==> config.mk <==
export PLATFORM = sky130hd
export DESIGN_NAME = simd_wrapper
export DESIGN_NICKNAME = d
export VERILOG_FILES = /design/src/rtl/simd_pkg.sv /design/src/rtl/simd_fifo.sv /design/src/rtl/simd_option_mem.sv /design/src/rtl/simd_lane_unit.sv /design/src/rtl/upstream_seq.sv /design/src/rtl/simd_wrapper.sv
export SDC_FILE = /design/constraint.sdc
export NUM_CORES = 1
export LEC_CHECK = 0
export ABC_AREA = 1
export BUFFER_PORTS_ARGS = -buffer_cell sky130_fd_sc_hd__buf_2
export CORE_UTILIZATION = 34
export DETAILED_ROUTE_END_ITERATION = 10
export PLACE_DENSITY = 0.49
export SLEW_MARGIN = 20
export SYNTH_ARGS = -nofsm -noshare
export SYNTH_HDL_FRONTEND = slang
export SYNTH_SLANG_ARGS = --single-unit
export TNS_END_PERCENT = 50
==> constraint.sdc <==
create_clock -name clk -period 7.5 [get_ports clk]
set_clock_uncertainty 0.2 [all_clocks]
set_input_delay 0.75 -clock clk [delete_from_list [all_inputs] [get_ports clk]]
set_output_delay 0.75 -clock clk [all_outputs]
set_load 0.1 [all_outputs]
==> src/rtl/simd_pkg.sv <==
/*
  Shared constants and types for the SIMD result wrapper.
  Lane and tag widths, queue sizes, the option entry layout and the
  opcode and sequencer state encodings all live here. Modules pull in
  what they need with a wildcard import in their header.
*/

package simd_pkg;

  // ------------------------------
  // Datapath sizes
  // ------------------------------
  localparam int NUM_LANES  = 4;
  localparam int LANE_W     = 16;
  localparam int CNTL_W     = 2;
  localparam int TAG_W      = 8;
  localparam int OPT_PTR_W  = 4;
  localparam int OPT_DEPTH  = 1 << OPT_PTR_W;
  localparam int LANE_CNT_W = 3;

  // ------------------------------
  // Queue sizing
  // ------------------------------
  // Thresholds leave room for words already in flight
  localparam int LANE_FIFO_DEPTH  = 8;
  localparam int LANE_FIFO_THRESH = 6;
  localparam int TAG_FIFO_DEPTH   = 4;
  localparam int TAG_FIFO_THRESH  = 3;

  // ------------------------------
  // Encodings
  // ------------------------------
  typedef enum logic [1:0] {
    OP_ADD = 2'd0,
    OP_SUB = 2'd1,
    OP_MAX = 2'd2,
    OP_XOR = 2'd3
  } simd_op_e;

  // Upstream sequencer states
  typedef enum logic [2:0] {
    S_WAIT         = 3'd0,
    S_CHECK        = 3'd1,
    S_WAIT_SIMD    = 3'd2,
    S_SEND         = 3'd3,
    S_WAIT_CPL     = 3'd4,
    S_WAIT_CPL_LOW = 3'd5,
    S_DONE         = 3'd6
  } seq_state_e;

  // ------------------------------
  // Payload types
  // ------------------------------
  // One lane result with its start/end marker
  typedef struct packed {
    logic [CNTL_W-1:0] cntl;
    logic [LANE_W-1:0] data;
  } lane_word_t;

  typedef struct packed {
    logic [TAG_W-1:0]      tag;
    logic [OPT_PTR_W-1:0]  opt_ptr;
    logic [LANE_CNT_W-1:0] num_lanes;
  } tag_info_t;

  // Entry of the option memory
  typedef struct packed {
    logic     enable;
    simd_op_e op;
  } option_t;

  typedef lane_word_t [NUM_LANES-1:0] lane_vec_t;

endpackage

==> src/rtl/simd_fifo.sv <==
/*
  Synchronous FIFO with a look-ahead head and an almost-full flag.
  The head entry is visible on pipe_data whenever pipe_valid is high;
  pipe_read drops it. almost_full rises once THRESH entries are held,
  so a writer that stops on it still has room for words in flight.
*/

module simd_fifo #(
  parameter int DEPTH  = 8,
  parameter int THRESH = 6,
  parameter int W      = 18
) (
  input  logic         clk,
  input  logic         rst_n,
  input  logic         write,
  input  logic [W-1:0] write_data,
  input  logic         pipe_read,
  output logic         pipe_valid,
  output logic [W-1:0] pipe_data,
  output logic         almost_full
);

  localparam int PTR_W = (DEPTH > 1) ? $clog2(DEPTH) : 1;
  localparam int CNT_W = $clog2(DEPTH + 1);

  logic [W-1:0]     mem [DEPTH];
  logic [PTR_W-1:0] wr_ptr;
  logic [PTR_W-1:0] rd_ptr;
  logic [CNT_W-1:0] count;

  // Storage
  always_ff @(posedge clk)
  begin
    if (write)
      mem[wr_ptr] <= write_data;
  end

  // ------------------------------
  // Pointers and occupancy
  // ------------------------------
  always_ff @(posedge clk or negedge rst_n)
  begin
    if (!rst_n)
    begin
      wr_ptr <= '0;
      rd_ptr <= '0;
      count  <= '0;
    end
    else
    begin
      if (write)
        wr_ptr <= (wr_ptr == PTR_W'(DEPTH - 1)) ? '0 : wr_ptr + 1'b1;
      if (pipe_read)
        rd_ptr <= (rd_ptr == PTR_W'(DEPTH - 1)) ? '0 : rd_ptr + 1'b1;
      // Simultaneous read and write keeps the count
      if (write && !pipe_read)
        count <= count + 1'b1;
      else if (!write && pipe_read)
        count <= count - 1'b1;
    end
  end

  assign pipe_valid  = (count != '0);
  assign pipe_data   = mem[rd_ptr];
  assign almost_full = (count >= CNT_W'(THRESH));

  // ------------------------------
  // Checks
  // ------------------------------
  // Writer must have stopped on almost_full well before this
  a_no_overflow : assert property (@(posedge clk) disable iff (!rst_n)
    !(write && !pipe_read && (count == CNT_W'(DEPTH))));

  // Reader pops only what it has seen on pipe_valid
  a_no_underflow : assert property (@(posedge clk) disable iff (!rst_n)
    pipe_read |-> pipe_valid);

endmodule

==> src/rtl/simd_option_mem.sv <==
/*
  Option memory, one entry per option pointer.
  Each entry holds the SIMD enable bit and opcode. Entries are loaded
  through the write port and read combinationally by the option pointer
  of the tag at the head of the tag queue.
*/

module simd_option_mem
  import simd_pkg::*;
(
  input  logic                 clk,
  input  logic                 rst_n,
  input  logic                 opt_we,
  input  logic [OPT_PTR_W-1:0] opt_addr,
  input  option_t              opt_wdata,
  input  logic [OPT_PTR_W-1:0] rd_addr,
  output option_t              rd_data
);

  option_t entries [OPT_DEPTH];

  // All entries come up disabled
  always_ff @(posedge clk or negedge rst_n)
  begin
    if (!rst_n)
    begin
      for (int i = 0; i < OPT_DEPTH; i++)
        entries[i] <= '0;
    end
    else if (opt_we)
    begin
      entries[opt_addr] <= opt_wdata;
    end
  end

  // Lookup for the head tag
  assign rd_data = entries[rd_addr];

endmodule

==> src/rtl/simd_lane_unit.sv <==
/*
  SIMD lane unit.
  On simd_start every lane's data is combined with the scalar operand
  using the selected opcode and the results are registered. The cntl
  markers pass through. simd_done pulses one cycle after start, and the
  result stays on simd_data until the next start.
*/

module simd_lane_unit
  import simd_pkg::*;
(
  input  logic              clk,
  input  logic              rst_n,
  input  logic              simd_start,
  input  simd_op_e          op,
  input  logic [LANE_W-1:0] scalar,
  input  lane_vec_t         lanes_in,
  output logic              simd_done,
  output lane_vec_t         simd_data
);

  lane_vec_t lane_res;

  // ------------------------------
  // Per-lane operation
  // ------------------------------
  always_comb
  begin
    for (int i = 0; i < NUM_LANES; i++)
    begin
      lane_res[i].cntl = lanes_in[i].cntl;
      case (op)
        // Add and subtract wrap at 16 bits
        OP_ADD: lane_res[i].data = lanes_in[i].data + scalar;
        OP_SUB: lane_res[i].data = lanes_in[i].data - scalar;
        OP_MAX: lane_res[i].data = (lanes_in[i].data > scalar) ? lanes_in[i].data : scalar;
        OP_XOR: lane_res[i].data = lanes_in[i].data ^ scalar;
        default: lane_res[i].data = lanes_in[i].data;
      endcase
    end
  end

  // Result register
  always_ff @(posedge clk)
  begin
    if (simd_start)
      simd_data <= lane_res;
  end

  // Fixed latency of one cycle
  always_ff @(posedge clk or negedge rst_n)
  begin
    if (!rst_n)
      simd_done <= 1'b0;
    else
      simd_done <= simd_start;
  end

  // ------------------------------
  // Checks
  // ------------------------------
  // Sequencer may not restart while a result is still on its way
  a_no_start_while_busy : assert property (@(posedge clk) disable iff (!rst_n)
    simd_start |=> !simd_start);

endmodule

==> src/rtl/upstream_seq.sv <==
/*
  Upstream sequencer.
  Waits for a tag and all masked lane results plus upstream ready, looks
  at the option entry, optionally runs the lane unit, then issues one
  beat and pops the queues. After the beat it waits for the upstream
  complete signal to rise and fall before taking the next tag.
*/

module upstream_seq
  import simd_pkg::*;
(
  input  logic                 clk,
  input  logic                 rst_n,
  input  logic                 tag_pending,
  input  logic [NUM_LANES-1:0] lane_pending,
  input  logic [NUM_LANES-1:0] lane_mask,
  input  logic                 up_ready_q,
  input  logic                 up_complete_q,
  input  option_t              opt,
  input  logic                 simd_done,
  input  lane_vec_t            simd_data,
  input  lane_vec_t            lane_heads,
  output logic                 pop_tag,
  output logic [NUM_LANES-1:0] pop_lanes,
  output logic                 simd_start,
  output logic [NUM_LANES-1:0] beat_valid,
  output lane_vec_t            beat_data
);

  seq_state_e state;
  seq_state_e state_next;
  logic       xact_ready;
  logic       send;

  // Unmasked lanes count as present
  assign xact_ready = tag_pending && (&(lane_pending | ~lane_mask));

  // ------------------------------
  // State register
  // ------------------------------
  always_ff @(posedge clk or negedge rst_n)
  begin
    if (!rst_n)
      state <= S_WAIT;
    else
      state <= state_next;
  end

  // ------------------------------
  // Next state
  // ------------------------------
  always_comb
  begin
    state_next = state;
    case (state)
      S_WAIT:
        if (xact_ready && up_ready_q)
          state_next = S_CHECK;
      // Option entry of the head tag decides the data source
      S_CHECK:
        state_next = opt.enable ? S_WAIT_SIMD : S_SEND;
      S_WAIT_SIMD:
        if (simd_done)
          state_next = S_SEND;
      S_SEND:
        state_next = S_WAIT_CPL;
      S_WAIT_CPL:
        if (up_complete_q)
          state_next = S_WAIT_CPL_LOW;
      S_WAIT_CPL_LOW:
        if (!up_complete_q)
          state_next = S_DONE;
      S_DONE:
        state_next = S_WAIT;
      default:
        state_next = S_WAIT;
    endcase
  end

  // ------------------------------
  // Outputs
  // ------------------------------
  assign send       = (state == S_SEND);
  assign simd_start = (state == S_CHECK) && opt.enable;

  // Tag and masked lanes leave together with the beat
  assign pop_tag    = send;
  assign pop_lanes  = {NUM_LANES{send}} & lane_mask;
  assign beat_valid = {NUM_LANES{send}} & lane_mask;

  // Lane unit holds its result until the beat goes out
  assign beat_data  = opt.enable ? simd_data : lane_heads;

  // ------------------------------
  // Checks
  // ------------------------------
  a_send_one_cycle : assert property (@(posedge clk) disable iff (!rst_n)
    (state == S_SEND) |=> (state != S_SEND));

  // Lane unit answers within its fixed latency
  a_simd_latency : assert property (@(posedge clk) disable iff (!rst_n)
    (state == S_WAIT_SIMD) |-> simd_done);

endmodule

==> src/rtl/simd_wrapper.sv <==
/*
  SIMD result wrapper for one processing element.
  Tags from the controller and per-lane results from the stream engine
  are queued, optionally run through the lane unit as selected by the
  option memory, and sent upstream as one registered beat. Scalar
  registers are registered and passed on to the stream side.
*/

module simd_wrapper
  import simd_pkg::*;
(
  input  logic                 clk,
  input  logic                 rst_n,
  input  logic [LANE_W-1:0]    rs0,
  input  logic [LANE_W-1:0]    rs1,
  output logic [LANE_W-1:0]    scntl_rs0,
  output logic [LANE_W-1:0]    scntl_rs1,
  input  logic                 tag_valid,
  input  tag_info_t            tag_in,
  output logic                 tag_ready,
  input  logic [NUM_LANES-1:0] res_valid,
  input  lane_vec_t            res_data,
  output logic [NUM_LANES-1:0] res_ready,
  output tag_info_t            up_tag,
  output logic [NUM_LANES-1:0] up_valid,
  output lane_vec_t            up_data,
  input  logic                 up_ready,
  input  logic                 up_complete,
  input  logic                 opt_we,
  input  logic [OPT_PTR_W-1:0] opt_addr,
  input  option_t              opt_wdata
);

  logic                 tag_valid_q;
  tag_info_t            tag_q;
  logic                 up_ready_q;
  logic                 up_complete_q;
  logic                 tag_pending;
  logic                 tag_af;
  tag_info_t            tag_head;
  logic [NUM_LANES-1:0] lane_pending;
  logic [NUM_LANES-1:0] lane_af;
  lane_vec_t            lane_heads;
  logic                 pop_tag;
  logic [NUM_LANES-1:0] pop_lanes;
  option_t              opt;
  logic                 simd_start;
  logic                 simd_done;
  lane_vec_t            simd_data;
  logic [NUM_LANES-1:0] beat_valid;
  lane_vec_t            beat_data;

  // ------------------------------
  // Input registers
  // ------------------------------
  always_ff @(posedge clk or negedge rst_n)
  begin
    if (!rst_n)
    begin
      scntl_rs0     <= '0;
      scntl_rs1     <= '0;
      tag_valid_q   <= 1'b0;
      up_ready_q    <= 1'b0;
      up_complete_q <= 1'b0;
      tag_ready     <= 1'b0;
    end
    else
    begin
      scntl_rs0     <= rs0;
      scntl_rs1     <= rs1;
      tag_valid_q   <= tag_valid;
      up_ready_q    <= up_ready;
      up_complete_q <= up_complete;
      tag_ready     <= ~tag_af;
    end
  end

  always_ff @(posedge clk)
  begin
    tag_q <= tag_in;
  end

  // ------------------------------
  // Queues
  // ------------------------------
  simd_fifo #(
    .DEPTH  (TAG_FIFO_DEPTH),
    .THRESH (TAG_FIFO_THRESH),
    .W      ($bits(tag_info_t))
  ) u_tag_q (
    .clk         (clk),
    .rst_n       (rst_n),
    .write       (tag_valid_q),
    .write_data  (tag_q),
    .pipe_read   (pop_tag),
    .pipe_valid  (tag_pending),
    .pipe_data   (tag_head),
    .almost_full (tag_af)
  );

  for (genvar i = 0; i < NUM_LANES; i++)
  begin : g_lane_q
    simd_fifo #(
      .DEPTH  (LANE_FIFO_DEPTH),
      .THRESH (LANE_FIFO_THRESH),
      .W      ($bits(lane_word_t))
    ) u_lane_q (
      .clk         (clk),
      .rst_n       (rst_n),
      .write       (res_valid[i]),
      .write_data  (res_data[i]),
      .pipe_read   (pop_lanes[i]),
      .pipe_valid  (lane_pending[i]),
      .pipe_data   (lane_heads[i]),
      .almost_full (lane_af[i])
    );
  end

  assign res_ready = ~lane_af;

  // ------------------------------
  // Option lookup, lane unit, sequencer
  // ------------------------------
  simd_option_mem u_opt_mem (
    .clk       (clk),
    .rst_n     (rst_n),
    .opt_we    (opt_we),
    .opt_addr  (opt_addr),
    .opt_wdata (opt_wdata),
    .rd_addr   (tag_head.opt_ptr),
    .rd_data   (opt)
  );

  simd_lane_unit u_lane_unit (
    .clk        (clk),
    .rst_n      (rst_n),
    .simd_start (simd_start),
    .op         (opt.op),
    .scalar     (scntl_rs0),
    .lanes_in   (lane_heads),
    .simd_done  (simd_done),
    .simd_data  (simd_data)
  );

  // Low bits of rs1 select the active lanes
  upstream_seq u_seq (
    .clk           (clk),
    .rst_n         (rst_n),
    .tag_pending   (tag_pending),
    .lane_pending  (lane_pending),
    .lane_mask     (scntl_rs1[NUM_LANES-1:0]),
    .up_ready_q    (up_ready_q),
    .up_complete_q (up_complete_q),
    .opt           (opt),
    .simd_done     (simd_done),
    .simd_data     (simd_data),
    .lane_heads    (lane_heads),
    .pop_tag       (pop_tag),
    .pop_lanes     (pop_lanes),
    .simd_start    (simd_start),
    .beat_valid    (beat_valid),
    .beat_data     (beat_data)
  );

  // ------------------------------
  // Output beat
  // ------------------------------
  always_ff @(posedge clk or negedge rst_n)
  begin
    if (!rst_n)
      up_valid <= '0;
    else
      up_valid <= beat_valid;
  end

  // Tag and data hold until the next beat
  always_ff @(posedge clk)
  begin
    if (pop_tag)
    begin
      up_tag  <= tag_head;
      up_data <= beat_data;
    end
  end

endmodule

==> results.py, run 1 <==
metrics = {
    "synthesis": {
        "ys_warn_count": 0,
        "synth_nets": 4843,
        "async_flop_share": 0.1465,
        "synth-seq-area-share": 0.6062,
        "synth_seq_cells": 949,
        "synth_edf_count": 795,
        "syn-instance-count": 4528,
        "synth_area_per_cell_um2": 10.07,
        "synth.distinct_cells": 46,
        "synthesis.area_um2": 45610,
        "synth_ff_type": "edfxtp_1",
    },
    "floorplan": {
        "start_util": 0.3422,
        "die_h_um": 368.3,
        "die_x_um": 368.3,
        "dieArea_um2": 135600,
        "num_io_pins": 264,
        "std_cell_rows": 134,
        "core_area_um2": 133300,
    },
    "layout": {
        "final_cell_mix": "nand2_1 (942), edfxtp_1 (795), o21ai_0 (537)",
        "final_common_cell": "nand2_1",
        "stdcell_count": 6698,
        "layout-drive-gt1-share": 0.1156,
        "nets": 5151,
        "area_delta_synth_final_pct": 16.45,
    },
    "clock_network": {
        "clk_latency_ps": 750,
        "cts_setup_buffers": 0,
        "numCtsBuffers": 108,
        "cts_tree": "yes",
        "clk_path_buf_depth": 3,
        "clk_root_buffer_cell": "clkbuf_16",
        "clkTransAtPathRegs_ps": 80,
        "htree_levels": 3,
        "post_cts_resize_count": 0,
        "cts-hold-fix-buffers": 51,
        "cts_sinks": 949,
    },
    "grt": {
        "grt_max_degree": 99,
        "overflow": 0,
        "grtUsageTotal": 0.2045,
        "grt_pass1_vias": 32840,
        "antenna_found_initial": 17,
        "grt_pass1_wl_um": 210400,
    },
    "setup_path": {
        "worstPathRequired_ps": 7910,
        "crit_fanout": 50,
        "endpoint_kind": "flop",
        "worstPathArrival_ps": 5510,
        "crit_path_start_kind": "flop",
        "critPathKind": "reg -> reg",
    },
    "drt": {
        "ant_nets": 0,
        "drt-initial-drc-count": 2625,
        "vias": 34161,
        "drt-total-wl_um": 140600,
        "first_pass_iters": 5,
        "drc_errors": 0,
        "vias_per_cell": 5.100,
        "wl_per_cell_um": 20.99,
    },
    "timing": {
        "timing.fmax_mhz": 196.4,
        "setup_tns_ps": 0,
        "slew_headroom": 0.3007,
        "rsz0062_at_grt": "no",
        "hold_viol": 0,
        "fin_crit_sh": 0.6789,
        "hold-worst-slack_ps": 78.81,
        "report.final.setup_viol": 0,
        "setup_ws_ps": 2408,
        "drv_slew": 0,
        "min_period_ps": 5092,
        "worst_slew_pin_slew_ps": 1049,
    },
    "placed_design": {
        "dp.cells": 6443,
        "place_congestion": 0.9289,
        "place_ws_ps": 2558,
        "dp.final_hpwl_um": 91410,
        "portBuffers": 263,
    },
    "flow_run": {
        "drv_cap": 0,
    },
    "run_status": {
        "outcome": "complete, no violations",
    },
    "min_path": {
        "hold_class": "in -> reg",
    },
}
state kept, by name (all words and copies together) (netlist names), 4 cells and up:
register / flops
u_opt_mem.entries: 48
g_lane_q.u_lane_q.count: 16
g_lane_q.u_lane_q.mem: 576
g_lane_q.u_lane_q.wr_ptr: 12
up_data: 72
u_lane_unit.simd_data: 72
scntl_rs1: 16
scntl_rs0: 16
g_lane_q.u_lane_q.rd_ptr: 12
tag_q: 15
up_tag: 15
up_valid: 4
u_tag_q.mem: 60
final cells by class:
cell class / instances / area [µm²]
fillers: 13120 / 80170
flip-flops and latches: 949 / 27660
multi-input cells: 3083 / 16060
clock buffers: 136 / 2859
repair buffers: 402 / 2521
well taps: 1768 / 2212
inverters: 292 / 1104
clock inverters: 67 / 701.9
diodes: 1 / 2.502
cells in the mapped netlist (2+ instances only):
cell / n / area (µm²)
nor2_1: 500 / 1877
nor2_2: 2 / 12.51
xnor2_1: 14 / 122.6
o22ai_1: 129 / 807.0
o21bai_1: 18 / 135.1
o21ai_0: 537 / 2688
ha_1: 166 / 2077
or2_0: 3 / 18.77
buf_4: 4 / 30.03
fa_1: 13 / 260.3
nand4_1: 76 / 475.5
clkbuf_1: 134 / 503.0
nand2_1: 942 / 3536
a21o_1: 5 / 37.54
nor3_1: 20 / 100.1
dfxtp_1: 15 / 300.3
nand3_1: 355 / 1777
dfrtp_1: 139 / 3478
nand3b_1: 9 / 67.56
a21oi_1: 132 / 660.6
and2_1: 3 / 18.77
o21a_1: 22 / 165.2
and3_1: 5 / 31.28
inv_2: 6 / 22.52
xor2_1: 88 / 770.7
a31oi_1: 13 / 81.33
o211ai_1: 6 / 45.04
a211oi_1: 5 / 37.54
edfxtp_1: 795 / 23870
buf_1: 9 / 33.78
buf_2: 49 / 245.2
nor4_1: 3 / 18.77
buf_6: 8 / 90.09
clkinv_1: 7 / 26.28
nand2_2: 5 / 31.28
inv_1: 278 / 1044
nand3_2: 3 / 30.03
o21ai_1: 2 / 10.01
worst max-delay path: stages (launching register included):
cell	delay, ps
dfrtp_1	620
inv_2	400
nand3_2	370
nand2_1	800
nand2_1	130
nand3_1	120
nand3_1	80
nand3_1	160
nand2_4	350
inv_2	730
buf_4	550
nand3_1	160
nand4_1	170
worst paths after layout:
| check | start | slack [ps] | endpoint | cells past startpoint |
|---|---|---|---|---|
| min in group asynchronous | rst_n | 410 | u_opt_mem.entries[9]$_DFFE_PN0P_ | 2 |
| worst max register to register | u_tag_q.rd_ptr[1]$_DFFE_PN0P_ | 2410 | u_lane_unit.simd_data[29]$_DFFE_PP_ | 12 |
| worst max-delay path | u_tag_q.rd_ptr[1]$_DFFE_PN0P_ | 2410 | u_lane_unit.simd_data[29]$_DFFE_PP_ | 12 |
| worst min-delay path | res_data[69] | 80 | g_lane_q[3].u_lane_q.mem[5][15]$_DFFE_PP_ | 1 |
| worst min register to register | tag_q[7]$_DFF_P_ | 260 | u_tag_q.mem[0][7]$_DFFE_PP_ | 0 |
| max in group asynchronous | rst_n | 5160 | g_lane_q[0].u_lane_q.rd_ptr[0]$_DFFE_PN0P_ | 3 |
cells by family after synthesis:
group / count (synthesis) / synth area share
AO/OA/AOI/OAI: 873 / 0.1032
AND/OR/NAND/NOR: 1928 / 0.1756
multiplexers: 1 / 0.0002469
adder cells (fa/ha/maj): 179 / 0.05124
XOR/XNOR: 102 / 0.01959
flip-flops: 949 / 0.6062
buffers and inverters: 496 / 0.04386
through the flow:
step	instance area (µm²)	util
4_1_cts	53110	0.3985
6_report	53120	0.3985
3_5_place_dp	49040	0.3679
5_1_grt	53110	0.3985
3_3_place_gp	49040	0.3679
2_1_floorplan	45620	-
layer usage:
layer  vias to the layer above  routed length (µm)  GRT usage
li1                      16392                   -          -
met1                     16665               64690     0.2837
met2                       893               65210     0.3280
met3                       203                7161    0.03269
met4                         8                3480    0.06080
met5                         -                  45          0
Power of run 1 is not shown: default switching activity piles up to over one toggle a cycle in this logic, so the estimate is an artifact.
==> run 2: changes to the inputs <==
==> constraint.sdc (replaced) <==
create_clock -name clk -period 4.17 [get_ports clk]
set_clock_uncertainty 0.2 [all_clocks]
set_input_delay 0.417 -clock clk [delete_from_list [all_inputs] [get_ports clk]]
set_output_delay 0.417 -clock clk [all_outputs]
set_load 0.1 [all_outputs]
==> results.py, run 2 (same netlist as run 1, synthesis figures left out) <==
metrics = {
    "run_status": {
        "outcome": "complete, no violations",
    },
    "setup_path": {
        "worstPathArrival_ps": 4120,
        "crit_path_start_kind": "flop",
        "r2r_start": "g_lane_q[0].u_lane_q.rd_ptr[1]$_DFFE_PN0P_",
        "endpoint_kind": "flop",
        "ff2ff_setup_slack_ps": 300,
        "r2r_end": "u_lane_unit.simd_data[5]$_DFFE_PP_",
        "worstRegToRegCells": 19,
        "crit_fanout": 17,
        "critPathKind": "reg -> reg",
        "startpoint": "g_lane_q[0].u_lane_q.rd_ptr[1]$_DFFE_PN0P_",
        "worstPathRequired_ps": 4430,
    },
    "clock_network": {
        "htree_levels": 3,
        "numCtsBuffers": 108,
        "clk_latency_ps": 740,
        "clkTransAtPathRegs_ps": 60,
        "cts_sinks": 949,
        "clk_path_buf_depth": 3,
        "cts_tree": "yes",
        "clk_root_buffer_cell": "clkbuf_16",
    },
    "grt": {
        "overflow": 0,
        "grt_pass1_vias": 32914,
        "antenna_found_initial": 5,
        "grtUsageTotal": 0.2059,
        "grt_pass1_wl_um": 210200,
        "grt_max_degree": 121,
    },
    "min_path": {
        "hold_path.startpoint": "opt_wdata[1]",
        "whs_path_depth": 3,
        "whs_endpoint": "u_opt_mem.entries[43]$_DFFE_PN0P_",
        "hold_class": "in -> reg",
    },
    "timing": {
        "slew_headroom": 0.4072,
        "setup_tns_ps": 0,
        "min_period_ps": 3865,
        "drv_slew": 0,
        "fin_crit_sh": 0.9269,
        "rsz0062_at_grt": "yes",
        "timing.fmax_mhz": 258.7,
        "worst_slew_pin_slew_ps": 887.2,
        "hold_viol": 0,
        "report.final.setup_viol": 0,
    },
    "layout": {
        "regMostFlops": "g_lane_q.u_lane_q.mem",
        "nFillCells": 12995,
        "final_common_cell": "nand2_1",
        "stdcell_count": 6851,
        "nets": 5307,
        "multi_input_area_um2": 16080,
        "area_delta_synth_final_pct": 19.87,
        "layout-drive-gt1-share": 0.1265,
        "ff_latch_area_um2": 27660,
        "final_cell_mix": "nand2_1 (942), edfxtp_1 (795), o21ai_0 (535)",
        "largest_reg_flops": 576,
        "biggestRegsByFlops": "g_lane_q.u_lane_q.mem: 576 flops, u_lane_unit.simd_data: 72 flops, up_data: 72 flops",
    },
    "drt": {
        "wl_per_cell_um": 20.73,
        "drt-total-wl_um": 142000,
        "drt-initial-drc-count": 2679,
        "first_pass_iters": 6,
        "drc_errors": 0,
        "ant_nets": 0,
        "vias": 34539,
        "vias_per_cell": 5.041,
    },
    "flow_run": {
        "drv_cap": 0,
    },
    "floorplan": {
        "die_x_um": 368.3,
        "core_area_um2": 133300,
        "num_io_pins": 264,
        "start_util": 0.3422,
        "std_cell_rows": 134,
        "die_h_um": 368.3,
        "dieArea_um2": 135600,
    },
    "placed_design": {
        "portBuffers": 263,
        "place_congestion": 0.9330,
        "dp.cells": 6511,
        "dp.final_hpwl_um": 92970,
    },
}
[run 2: cell count changes in the layout (fill, tap and decap cells not counted), moves of 2 or more]
cell / previous run / this run
clkbuf_1: 24 / 22
o21ai_1: 2 / 4
inv_6: 9 / 4
clkinv_16: 4 / 0
bufinv_16: 8 / 13
nor2_1: 473 / 468
clkinv_1: 21 / 25
dlygate4sd3_1: 51 / 135
clkinv_4: 4 / 2
buf_4: 86 / 144
buf_12: 2 / 13
o21ai_0: 537 / 535
nor2_2: 28 / 33
[run 2: layout make-up]
| type | instances | share of cell area |
|---|---|---|
| timing repair buffer | 558 | 0.07465 |
| inverter | 292 | 0.02021 |
| antenna | 1 | 0.00004577 |
| clock buffer | 133 | 0.05190 |
| multi-input combinational | 3083 | 0.2940 |
| clock inverter | 67 | 0.01288 |
| sequential | 949 | 0.5058 |
| tap | 1768 | 0.04046 |
[run 2: metrics by stage]
step	cell area, µm²	worst slack (ps)	utilization	hold WS (ps)
2_1_floorplan	45620	-296.9	-	-78.59
3_3_place_gp	49710	76.38	0.3730	256.5
3_5_place_dp	49710	98.30	0.3730	262.5
4_1_cts	54610	94.80	0.4097	22.70
5_1_grt	54670	-12.25	0.4102	75.99
6_report	54670	304.8	0.4102	71.93
[run 2: repair_timing]
action | in CTS | in global routing
endpoints found under the setup margin | 0 | 40
endpoints found under the hold margin | 749 | 0
hold buffers | 135 | 0
gates resized for setup | 0 | 7
setup buffers | 0 | 3
[run 2: metal layers]
layer / GRT usage / vias up / part of all wire
met3: 0.03374 / 174 / 0.059
li1: - / 16720 / -
met4: 0.05833 / 0 / 0.022
met2: 0.3257 / 904 / 0.45
met5: 0 / - / 0
met1: 0.2901 / 16741 / 0.47
[run 2: worst max-delay path by stage]
| stage | to | slack (ps) | depth (start not counted) |
|---|---|---|---|
| after floorplan | g_lane_q[0].u_lane_q.count[3]$_DFFE_PN0P_ | -300 | 13 |
| after global placement | u_lane_unit.simd_data[21]$_DFFE_PP_ | 80 | 22 |
| after detailed placement | u_lane_unit.simd_data[21]$_DFFE_PP_ | 100 | 22 |
| after CTS | u_lane_unit.simd_data[21]$_DFFE_PP_ | 90 | 22 |
| after global routing | u_lane_unit.simd_data[56]$_DFFE_PP_ | -10 | 20 |
| final | u_lane_unit.simd_data[5]$_DFFE_PP_ | 300 | 19 |
[run 2: worst max-delay path, stage by stage (launching register included)]
cell,delay (ps)
dfrtp_1,380
buf_4,230
o21ai_0,110
o22ai_1,150
inv_1,50
o21ai_0,390
inv_1,150
ha_1,270
fa_1,440
o21ai_0,260
nand2_1,80
nand2_1,110
nand2_1,60
nand2_1,80
nand2_1,80
buf_4,200
nand2_1,70
o21ai_0,70
nand3_1,90
nand4_1,110
Power of run 2 is left out for the same reason.
